### config.mk
export PLATFORM = sky130hd
export DESIGN_NAME = vred_top
export DESIGN_NICKNAME = d
export VERILOG_FILES = /design/src/vred_pkg.sv /design/src/vred_top.sv /design/src/cross_lane_reduce.sv /design/src/lane_accum.sv /design/src/vred_ctrl.sv /design/src/lane_valid_gen.sv
export SDC_FILE = /design/constraint.sdc
export NUM_CORES = 1
export LEC_CHECK = 0
export BUFFER_PORTS_ARGS = -buffer_cell sky130_fd_sc_hd__buf_4
export CORE_UTILIZATION = 30
export CTS_CLUSTER_SIZE = 28
export DETAILED_ROUTE_END_ITERATION = 6
export GPL_ROUTABILITY_DRIVEN = 1
export PLACE_DENSITY_LB_ADDON = 0.08
export SYNTH_ARGS = -nofsm -noshare
export SYNTH_HDL_FRONTEND = slang
export SYNTH_SLANG_ARGS = --single-unit
### constraint.sdc
create_clock -name clk_i -period 12.9 [get_ports clk_i]
set_input_delay 2.58 -clock clk_i [delete_from_list [all_inputs] [get_ports clk_i]]
set_output_delay 2.58 -clock clk_i [all_outputs]
set_load 0.05 [all_outputs]
### src/vred_pkg.sv
package vred_pkg;

    // one vector element as it arrives on a lane
    typedef logic [15:0] elem_t;

    // lane accumulator and final reduction result
    // wraps modulo 2^32
    typedef logic [31:0] sum_t;

    // per-cycle commands from the controller
    // at most one bit is set in any cycle
    typedef struct packed {
        // start of a new vector, vl sampled here
        logic load;
        // element beat accepted this cycle
        logic shift_en;
        // one cross-lane fold step
        logic shift_partial;
    } vred_cmd_t;

    // controller states
    typedef enum logic [2:0] {
        // waiting for start
        IDLE  = 3'd0,
        // taking element beats
        ACCUM = 3'd1,
        // lane sums copied into the fold register
        SNAP  = 3'd2,
        // one lane folded per cycle
        FOLD  = 3'd3,
        // result valid for one cycle
        DONE  = 3'd4
    } vred_state_e;

endpackage
### src/vred_top.sv
`timescale 1ns/1ps

module vred_top #(
    parameter int VLANE_NUM       = 8,
    parameter int MAX_VL_PER_LANE = 256
) (
    input  logic                                         clk_i,
    input  logic                                         rst_i,
    input  logic                                         start_i,
    input  logic [$clog2(VLANE_NUM*MAX_VL_PER_LANE)-1:0] vl_i,
    input  logic                                         elem_valid_i,
    input  vred_pkg::elem_t [VLANE_NUM-1:0]              elem_i,
    output logic                                         busy_o,
    output logic                                         done_o,
    output vred_pkg::sum_t                               sum_o
);

    // controller commands, shared by all stages
    vred_pkg::vred_cmd_t cmd;
    logic                snap;

    // mask block outputs
    logic [VLANE_NUM-1:0] lane_valid;
    logic                 last_beat;
    logic                 partial_valid;

    // per-lane partial sums
    vred_pkg::sum_t [VLANE_NUM-1:0] lane_sum;

    vred_ctrl #(
        .VLANE_NUM (VLANE_NUM)
    ) vred_ctrl_i (
        .clk_i        (clk_i),
        .rst_i        (rst_i),
        .start_i      (start_i),
        .elem_valid_i (elem_valid_i),
        .last_beat_i  (last_beat),
        .cmd_o        (cmd),
        .snap_o       (snap),
        .busy_o       (busy_o),
        .done_o       (done_o)
    );

    lane_valid_gen #(
        .VLANE_NUM       (VLANE_NUM),
        .MAX_VL_PER_LANE (MAX_VL_PER_LANE)
    ) lane_valid_gen_i (
        .clk_i           (clk_i),
        .rst_i           (rst_i),
        .vl_i            (vl_i),
        .cmd_i           (cmd),
        .valid_o         (lane_valid),
        .last_beat_o     (last_beat),
        .partial_valid_o (partial_valid)
    );

    lane_accum #(
        .VLANE_NUM (VLANE_NUM)
    ) lane_accum_i (
        .clk_i        (clk_i),
        .rst_i        (rst_i),
        .cmd_i        (cmd),
        .lane_valid_i (lane_valid),
        .elem_i       (elem_i),
        .lane_sum_o   (lane_sum)
    );

    cross_lane_reduce #(
        .VLANE_NUM (VLANE_NUM)
    ) cross_lane_reduce_i (
        .clk_i           (clk_i),
        .rst_i           (rst_i),
        .cmd_i           (cmd),
        .snap_i          (snap),
        .lane_sum_i      (lane_sum),
        .partial_valid_i (partial_valid),
        .sum_o           (sum_o)
    );

endmodule

### src/cross_lane_reduce.sv
`timescale 1ns/1ps

module cross_lane_reduce #(
    parameter int VLANE_NUM = 8
) (
    input  logic                            clk_i,
    input  logic                            rst_i,
    input  vred_pkg::vred_cmd_t             cmd_i,
    input  logic                            snap_i,
    input  vred_pkg::sum_t [VLANE_NUM-1:0]  lane_sum_i,
    input  logic                            partial_valid_i,
    output vred_pkg::sum_t                  sum_o
);

    // running sum, starts from lane 0
    vred_pkg::sum_t sum_q;

    // lanes 1 and up, entry 0 is the next lane to fold
    vred_pkg::sum_t [VLANE_NUM-2:0] lane_sr;

    always_ff @(posedge clk_i) begin
        if (!rst_i) begin
            sum_q <= '0;
        end else if (cmd_i.load) begin
            sum_q <= '0;
        end else if (snap_i) begin
            sum_q <= lane_sum_i[0];
        end else if (cmd_i.shift_partial && partial_valid_i) begin
            // lanes past vl are skipped
            sum_q <= sum_q + lane_sr[0];
        end
    end

    // fold register, only meaningful between snap and done
    always_ff @(posedge clk_i) begin
        if (snap_i) begin
            for (int i = 0; i < VLANE_NUM - 1; i++) begin
                lane_sr[i] <= lane_sum_i[i+1];
            end
        end else if (cmd_i.shift_partial) begin
            for (int i = 0; i < VLANE_NUM - 2; i++) begin
                lane_sr[i] <= lane_sr[i+1];
            end
            lane_sr[VLANE_NUM-2] <= '0;
        end
    end

    // held from done until the next load
    assign sum_o = sum_q;

endmodule

### src/lane_accum.sv
`timescale 1ns/1ps

module lane_accum #(
    parameter int VLANE_NUM = 8
) (
    input  logic                                clk_i,
    input  logic                                rst_i,
    input  vred_pkg::vred_cmd_t                 cmd_i,
    input  logic [VLANE_NUM-1:0]                lane_valid_i,
    input  vred_pkg::elem_t [VLANE_NUM-1:0]     elem_i,
    output vred_pkg::sum_t [VLANE_NUM-1:0]      lane_sum_o
);

    vred_pkg::sum_t [VLANE_NUM-1:0] acc_q;
    vred_pkg::sum_t [VLANE_NUM-1:0] acc_d;

    // masked add per lane
    // unsigned elements, zero extended to the sum width
    always_comb begin
        for (int i = 0; i < VLANE_NUM; i++) begin
            if (cmd_i.shift_en && lane_valid_i[i]) begin
                acc_d[i] = acc_q[i] + vred_pkg::sum_t'(elem_i[i]);
            end else begin
                acc_d[i] = acc_q[i];
            end
        end
    end

    always_ff @(posedge clk_i) begin
        if (!rst_i) begin
            acc_q <= '0;
        end else if (cmd_i.load) begin
            // new vector starts from zero in every lane
            acc_q <= '0;
        end else begin
            acc_q <= acc_d;
        end
    end

    assign lane_sum_o = acc_q;

endmodule

### src/vred_ctrl.sv
`timescale 1ns/1ps

module vred_ctrl #(
    parameter int VLANE_NUM = 8
) (
    input  logic                clk_i,
    input  logic                rst_i,
    input  logic                start_i,
    input  logic                elem_valid_i,
    input  logic                last_beat_i,
    output vred_pkg::vred_cmd_t cmd_o,
    output logic                snap_o,
    output logic                busy_o,
    output logic                done_o
);

    // fold step counter width, counts 0 to VLANE_NUM-2
    localparam int FCNT_W = (VLANE_NUM > 2) ? $clog2(VLANE_NUM - 1) : 1;

    vred_pkg::vred_state_e state_q;
    vred_pkg::vred_state_e state_d;

    logic [FCNT_W-1:0] fold_cnt;
    logic              fold_last;

    assign fold_last = (fold_cnt == FCNT_W'(VLANE_NUM - 2));

    // commands decode straight from state and strobes
    // load must land in the start cycle so vl_i is seen
    always_comb begin
        cmd_o.load          = (state_q == vred_pkg::IDLE) & start_i;
        cmd_o.shift_en      = (state_q == vred_pkg::ACCUM) & elem_valid_i;
        cmd_o.shift_partial = (state_q == vred_pkg::FOLD);
    end

    assign snap_o = (state_q == vred_pkg::SNAP);
    assign busy_o = (state_q != vred_pkg::IDLE);
    assign done_o = (state_q == vred_pkg::DONE);

    // next state
    always_comb begin
        state_d = state_q;
        case (state_q)
            vred_pkg::IDLE: begin
                if (start_i) begin
                    state_d = vred_pkg::ACCUM;
                end
            end
            vred_pkg::ACCUM: begin
                // vl is not known here, last beat comes from the mask block
                if (elem_valid_i && last_beat_i) begin
                    state_d = vred_pkg::SNAP;
                end
            end
            vred_pkg::SNAP: begin
                state_d = vred_pkg::FOLD;
            end
            vred_pkg::FOLD: begin
                if (fold_last) begin
                    state_d = vred_pkg::DONE;
                end
            end
            vred_pkg::DONE: begin
                state_d = vred_pkg::IDLE;
            end
            default: begin
                state_d = vred_pkg::IDLE;
            end
        endcase
    end

    always_ff @(posedge clk_i) begin
        if (!rst_i) begin
            state_q <= vred_pkg::IDLE;
        end else begin
            state_q <= state_d;
        end
    end

    // VLANE_NUM-1 fold steps
    always_ff @(posedge clk_i) begin
        if (!rst_i) begin
            fold_cnt <= '0;
        end else if (state_q == vred_pkg::SNAP) begin
            fold_cnt <= '0;
        end else if (state_q == vred_pkg::FOLD && !fold_last) begin
            fold_cnt <= fold_cnt + 1'b1;
        end
    end

endmodule

### src/lane_valid_gen.sv
`timescale 1ns/1ps

module lane_valid_gen #(
    parameter int VLANE_NUM       = 8,
    parameter int MAX_VL_PER_LANE = 256
) (
    input  logic                                         clk_i,
    input  logic                                         rst_i,
    input  logic [$clog2(VLANE_NUM*MAX_VL_PER_LANE)-1:0] vl_i,
    input  vred_pkg::vred_cmd_t                          cmd_i,
    output logic [VLANE_NUM-1:0]                         valid_o,
    output logic                                         last_beat_o,
    output logic                                         partial_valid_o
);

    localparam int LANE_W = $clog2(VLANE_NUM);
    localparam int BEAT_W = $clog2(MAX_VL_PER_LANE);

    // vl split into whole groups and leftover lanes
    logic [BEAT_W-1:0]    div_in;
    logic [LANE_W-1:0]    mod_in;
    logic [VLANE_NUM-1:0] tail_in;

    // held across the whole vector, vl_i is only valid on load
    logic [BEAT_W-1:0]    div_q;
    logic [BEAT_W-1:0]    beat_cnt;
    logic [VLANE_NUM-1:0] tail_q;
    // bit 0 is lane 1, bit 1 is lane 2 and so on
    logic [VLANE_NUM-2:0] partial_q;

    logic                 at_tail;
    logic [VLANE_NUM-1:0] beat_mask;

    assign mod_in = vl_i[LANE_W-1:0];
    assign div_in = BEAT_W'(vl_i >> LANE_W);

    // tail mask, lanes below mod
    always_comb begin
        tail_in = '0;
        for (int i = 0; i < VLANE_NUM; i++) begin
            if (i < int'(mod_in)) begin
                tail_in[i] = 1'b1;
            end
        end
    end

    assign at_tail = (beat_cnt == div_q);

    // full groups before beat div, tail at div
    // tail_q is cleared once the tail beat is taken
    always_comb begin
        if (at_tail) begin
            beat_mask = tail_q;
        end else begin
            beat_mask = '1;
        end
    end

    assign valid_o         = beat_mask & {VLANE_NUM{cmd_i.shift_en}};
    assign last_beat_o     = cmd_i.shift_en & at_tail;
    assign partial_valid_o = partial_q[0];

    always_ff @(posedge clk_i) begin
        if (!rst_i) begin
            div_q     <= '0;
            beat_cnt  <= '0;
            tail_q    <= '0;
            partial_q <= '0;
        end else if (cmd_i.load) begin
            div_q    <= div_in;
            beat_cnt <= '0;
            tail_q   <= tail_in;
            // with a full group present every lane holds data
            if (div_in != '0) begin
                partial_q <= '1;
            end else begin
                partial_q <= tail_in[VLANE_NUM-1:1];
            end
        end else if (cmd_i.shift_en) begin
            if (at_tail) begin
                // beats after the tail see an empty mask
                tail_q <= '0;
            end else begin
                beat_cnt <= beat_cnt + 1'b1;
            end
        end else if (cmd_i.shift_partial) begin
            // moves in step with the fold register
            partial_q <= partial_q >> 1;
        end
    end

endmodule

==> results list <==
- Of the total synthesized cell area, the portion taken by AND, OR, NAND and NOR gates is 0.2171.
* Critical path endpoint category: flip-flop
- The number of gates resized after CTS was 0.
* Maximum number of pins on one net before global-route repair: between 200 and 250
* Root Buffer: sky130_fd_sc_hd__clkbuf_16
- For the pin with the worst max-slew slack, the measured transition is between 1 and 1.5 ns.
- Clk buf depth: 3
- Critical R2R Launch: vred_ctrl_i.state_q[0]$_SDFFE_PN0P_
- Non-Filler Cell Area, Final: 34220 um2
- For flop-to-flop paths, the worst setup slack is roughly 9 ns.
- Mapped Area: about 30000 um2
- Adder and majority cell fraction of the synthesized area: 0.07566
* Maximum frequency from static timing analysis: between 150 and 200 MHz
* Global-route usage over all layers: 0.1610
- Setup TNS: 0 ns
* Reg-to-reg critical path endpoint: lane_accum_i.lane_sum_o[178]$_SDFFE_PP0P_
- After detailed routing, the number of vias per cell comes to about 4.7.
* Effective utilization at floorplan: 0.3021
- The worst hold path was traced through 2 stages.
* Clock transition time at the flip-flop clock pins of the worst setup and hold paths: roughly 0.06 ns
- The first detailed-routing pass ran for 4 iterations.
- Dividing the detail-routed wire length by the instance count gives approximately 17 um.
- Dividing the final minimum period by the clock period gives 0.4074.
* Worst hold path type: reg -> reg
* Static Leakage: about 14 nW
* Critical hold path startpoint: lane_accum_i.lane_sum_o[201]$_SDFFE_PP0P_
* Placed Instances: roughly 4700
- After synthesis, the mean cell area works out to approximately 8.8 um2.
* Final weighted congestion of routability-driven global placement: just over 0.8
- Maximum fanout along the worst path: 12
- Power spread over the standard cell area amounts to between 100 and 150 nW/um2.
* Compound-cell area share of the yosys netlist: 0.1533
- The number of antenna violations at the first check in global routing came to 0.
* Worst clock skew on the final layout: roughly 0.024 ns
* Sum of routed wire length over all layers: ~80 mm
- For hold timing, the worst endpoint is lane_accum_i.lane_sum_o[201]$_SDFFE_PP0P_.
- Row Count: around 110
- Data arrives at the worst endpoint at about 5.7 ns.
* TritonCTS clock tree: done
* Ys async rst share: 0
- Hold bufs inserted after CTS: 0
* Post-detailed-route count of antenna-violating nets: 0
* Number of failing setup endpoints in the final timing report: 0
* Instance area after placement: ~32000 um2
* Number of global-route vias before repair: about 22000
- Synth cell types: 95
* Global-route wire length before repair: 125.7 mm
- Largest family of logic cells by synthesized area: simple AND/OR/NAND/NOR gates
* Start-to-end type of the worst setup path: in -> reg
- Dominant register cell in the synthesized netlist: sky130_fd_sc_hd__dfxtp_1
- Routed via count: 22760
- The die is 313.8 um tall.
* Multiplexer area fraction after synthesis: 0.004461
* I/O Pins: ~180
* Final slew viol count: 0
- Overall power consumption after layout is estimated at approximately 4.5 mW.
- Peak VDD IR: 0.00008559 V
- Estimated wirelength of the detail-placed design: ~56 mm
- Fin nets: ~3800
* Time the final worst path needs with I/O delays and setup: ~5.3 ns
- Worst slew slack as a fraction of its limit: 0.2253
- After layout, the worst setup slack is 7.645 ns.
- Clock latency reported for the late side of the worst-skew pair: 0.62 ns
- Setup slack after placement: roughly 6.9 ns
- Fraction of layout cells with a size suffix above 1: 0.1052
- Yosys printed 0 warnings.
* Endpoints failing hold: 0
- Req. time, crit path: 13.34 ns
* Quantity of I/O buffers inserted on ports: 176
* Synthesized instance count: roughly 3300
- For this design, the sink count on the clock tree is 548.
- Counting flops and latches in the post-synthesis netlist gives roughly 550.
- XOR/XNOR share of the synthesized area: 0.07146
* Depth of the worst register-to-register path: 6
- H-tree level count: 3
- Setup repair after global routing left no endpoint under its margin.
- Remaining Overflow, GRT: 0
- Signed area change from the synthesized netlist to the final layout: 17.32%
- Number of synthesized flops with an enable pin: between 200 and 250
- Launching element type of the critical path: input pin
* Buffers inserted by post-CTS timing repair: 0
* Run status: completed
* Max_cap viols: 0
- Count of unresolved DRC violations after routing: 0
- Counting the buffers created by CTS gives 70.
* Core Footprint: 96570 um2
- The number of nets handed over by synthesis was approximately 3600.
- After the first detailed-routing iteration, the DRC count stood at just over 1000.
- Horizontal die dimension: 313.8 um
- The share of the Yosys chip area taken by registers is 0.4529.
* Full die area: roughly 98000 um2
* Post-route insts no fill: a little under 5000
area by class of cell:
class                           instances  area [um2]
Multi-Input combinational cell       2593       15260
Sequential cell                       548       13210
Timing Repair Buffer                  197        1504
Tap cell                             1276        1597
Inverter                               60       225.2
Clock inverter                         31       385.4
Antenna cell                            1       2.502
Clock buffer                           99        2037
Fill cell                            9927       62340
metal layers:
layer	routed length (um)	track usage	vias up
li1	-	-	11830
met1	35690	0.2002	10580
met2	40130	0.2859	259
met3	2419	0.02586	97
met4	1881	0.04435	0
met5	0	0	-
flip-flops by register name (all words and copies together), names as in the netlist:
name,count
lane_accum_i.lane_sum_o,256
cross_lane_reduce_i.lane_sr,224
cross_lane_reduce_i.sum_o,32
lane_valid_gen_i.beat_cnt,8
lane_valid_gen_i.div_q,8
lane_valid_gen_i.partial_q,7
lane_valid_gen_i.tail_q,7
vred_ctrl_i.fold_cnt,3
vred_ctrl_i.state_q,3
stage by stage:
step | utilization | hold slack [ns]
final | 0.3544 | 0.4722
after global routing | 0.3544 | 0.4910
after CTS | 0.3544 | 0.4737
after detailed placement | 0.3293 | 0.4643
after global placement | 0.3293 | 0.4595
after floorplan | - | 0.4428
worst max path at each step:
stage	from	to	slack, ns	cells after the start
6_report	elem_i[32]	lane_accum_i.lane_sum_o[94]$_SDFFE_PP0P_	7.65	13
5_1_grt	start_i	lane_accum_i.lane_sum_o[177]$_SDFFE_PP0P_	7.34	6
4_1_cts	start_i	lane_accum_i.lane_sum_o[178]$_SDFFE_PP0P_	7.60	6
3_5_place_dp	start_i	lane_accum_i.lane_sum_o[178]$_SDFFE_PP0P_	6.94	6
3_3_place_gp	start_i	lane_accum_i.lane_sum_o[182]$_SDFFE_PP0P_	6.96	6
2_1_floorplan	vred_ctrl_i.state_q[2]$_SDFFE_PN0P_	vred_ctrl_i.fold_cnt[2]$_SDFFE_PP0P_	4.68	7
critical path, stage by stage:
cell                      delay, ns
sky130_fd_sc_hd__buf_4         0.11
sky130_fd_sc_hd__ha_1          0.21
sky130_fd_sc_hd__fa_1          0.41
sky130_fd_sc_hd__a21oi_1       0.25
sky130_fd_sc_hd__o21ai_1       0.11
sky130_fd_sc_hd__a21oi_1       0.24
sky130_fd_sc_hd__o21ba_2       0.18
sky130_fd_sc_hd__o21ai_1       0.11
sky130_fd_sc_hd__a21o_1        0.21
sky130_fd_sc_hd__o21ba_2       0.23
sky130_fd_sc_hd__a31oi_1       0.78
sky130_fd_sc_hd__or3_1         0.21
sky130_fd_sc_hd__a21oi_1       0.06
cells in the mapped netlist, types with 4 or more instances:
cell type,n,area share
sky130_fd_sc_hd__and2_1,49,0.011
sky130_fd_sc_hd__nand2b_1,13,0.0028
sky130_fd_sc_hd__fa_1,9,0.0062
sky130_fd_sc_hd__xnor2_1,132,0.040
sky130_fd_sc_hd__xor2_1,106,0.032
sky130_fd_sc_hd__buf_1,13,0.0017
sky130_fd_sc_hd__dfxtp_1,324,0.22
sky130_fd_sc_hd__edfxtp_1,224,0.23
sky130_fd_sc_hd__or2_2,4,0.00086
sky130_fd_sc_hd__nand3_1,46,0.0079
sky130_fd_sc_hd__o311ai_1,4,0.0012
sky130_fd_sc_hd__inv_1,57,0.0073
sky130_fd_sc_hd__nor3b_1,9,0.0023
sky130_fd_sc_hd__a211oi_2,4,0.0017
sky130_fd_sc_hd__a21oi_1,272,0.047
sky130_fd_sc_hd__o31ai_1,8,0.0021
sky130_fd_sc_hd__a31oi_1,13,0.0028
sky130_fd_sc_hd__a31o_2,4,0.0012
sky130_fd_sc_hd__buf_2,8,0.0014
sky130_fd_sc_hd__a21boi_0,13,0.0033
sky130_fd_sc_hd__a211o_1,5,0.0015
sky130_fd_sc_hd__and3_1,38,0.0081
sky130_fd_sc_hd__a221oi_1,5,0.0015
sky130_fd_sc_hd__o22ai_1,4,0.00086
sky130_fd_sc_hd__o41ai_1,5,0.0015
sky130_fd_sc_hd__a21o_1,61,0.016
sky130_fd_sc_hd__o21a_1,34,0.0087
sky130_fd_sc_hd__ha_1,162,0.069
sky130_fd_sc_hd__nand2_1,836,0.11
sky130_fd_sc_hd__nor2b_1,22,0.0047
sky130_fd_sc_hd__or3_1,35,0.0075
sky130_fd_sc_hd__nand4_1,21,0.0045
sky130_fd_sc_hd__o21ai_0,107,0.018
sky130_fd_sc_hd__nor2_1,305,0.039
sky130_fd_sc_hd__o21bai_1,31,0.0080
sky130_fd_sc_hd__o21ai_1,32,0.0055
sky130_fd_sc_hd__clkbuf_1,111,0.014
sky130_fd_sc_hd__nor3_1,57,0.0098
sky130_fd_sc_hd__mux2i_1,13,0.0045
sky130_fd_sc_hd__nor4_1,6,0.0013
sky130_fd_sc_hd__and4_1,4,0.0012
sky130_fd_sc_hd__a211oi_1,36,0.0093
sky130_fd_sc_hd__o211ai_1,15,0.0039
power breakdown:
group	total [mW]	switching [mW]	internal, mW
Clock	2.05	0.786	1.27
Sequential	1.92	0.0383	1.88
Combinational	0.517	0.338	0.179
placed cells by master, fill, tap and decap left out, types with 6 or more instances in the layout:
cell,n
sky130_fd_sc_hd__nand2_1,835
sky130_fd_sc_hd__dfxtp_1,324
sky130_fd_sc_hd__nor2_1,305
sky130_fd_sc_hd__a21oi_1,271
sky130_fd_sc_hd__edfxtp_1,224
sky130_fd_sc_hd__buf_4,195
sky130_fd_sc_hd__ha_1,162
sky130_fd_sc_hd__xnor2_1,132
sky130_fd_sc_hd__o21ai_0,107
sky130_fd_sc_hd__xor2_1,106
sky130_fd_sc_hd__clkbuf_16,75
sky130_fd_sc_hd__a21o_1,61
sky130_fd_sc_hd__inv_1,57
sky130_fd_sc_hd__nor3_1,57
sky130_fd_sc_hd__and2_1,49
sky130_fd_sc_hd__nand3_1,46
sky130_fd_sc_hd__and3_1,38
sky130_fd_sc_hd__a211oi_1,36
sky130_fd_sc_hd__or3_1,35
sky130_fd_sc_hd__o21a_1,34
sky130_fd_sc_hd__o21bai_1,31
sky130_fd_sc_hd__o21ai_1,30
sky130_fd_sc_hd__nand4_1,21
sky130_fd_sc_hd__nor2b_1,21
sky130_fd_sc_hd__clkbuf_1,17
sky130_fd_sc_hd__o211ai_1,15
sky130_fd_sc_hd__clkinv_2,14
sky130_fd_sc_hd__a31oi_1,13
sky130_fd_sc_hd__a21boi_0,13
sky130_fd_sc_hd__mux2i_1,13
sky130_fd_sc_hd__nand2b_1,13
sky130_fd_sc_hd__fa_1,9
sky130_fd_sc_hd__nor3b_1,8
sky130_fd_sc_hd__o31ai_1,8
sky130_fd_sc_hd__bufinv_16,8
sky130_fd_sc_hd__clkbuf_8,7
sky130_fd_sc_hd__nor4_1,6
kinds of logic (layout without fill, tap and decap cells):
| family | Yosys count | count (layout) |
|---|---|---|
| AO/OA/AOI/OAI | 703 | 703 |
| XOR/XNOR | 238 | 238 |
| adder cells (fa/ha/maj) | 171 | 171 |
| buffers and inverters | 192 | 387 |
| flip-flops | 548 | 548 |
| multiplexers | 13 | 13 |
| other | 0 | 1 |
| AND/OR/NAND/NOR | 1468 | 1468 |
(Power assumes the default switching activity.)
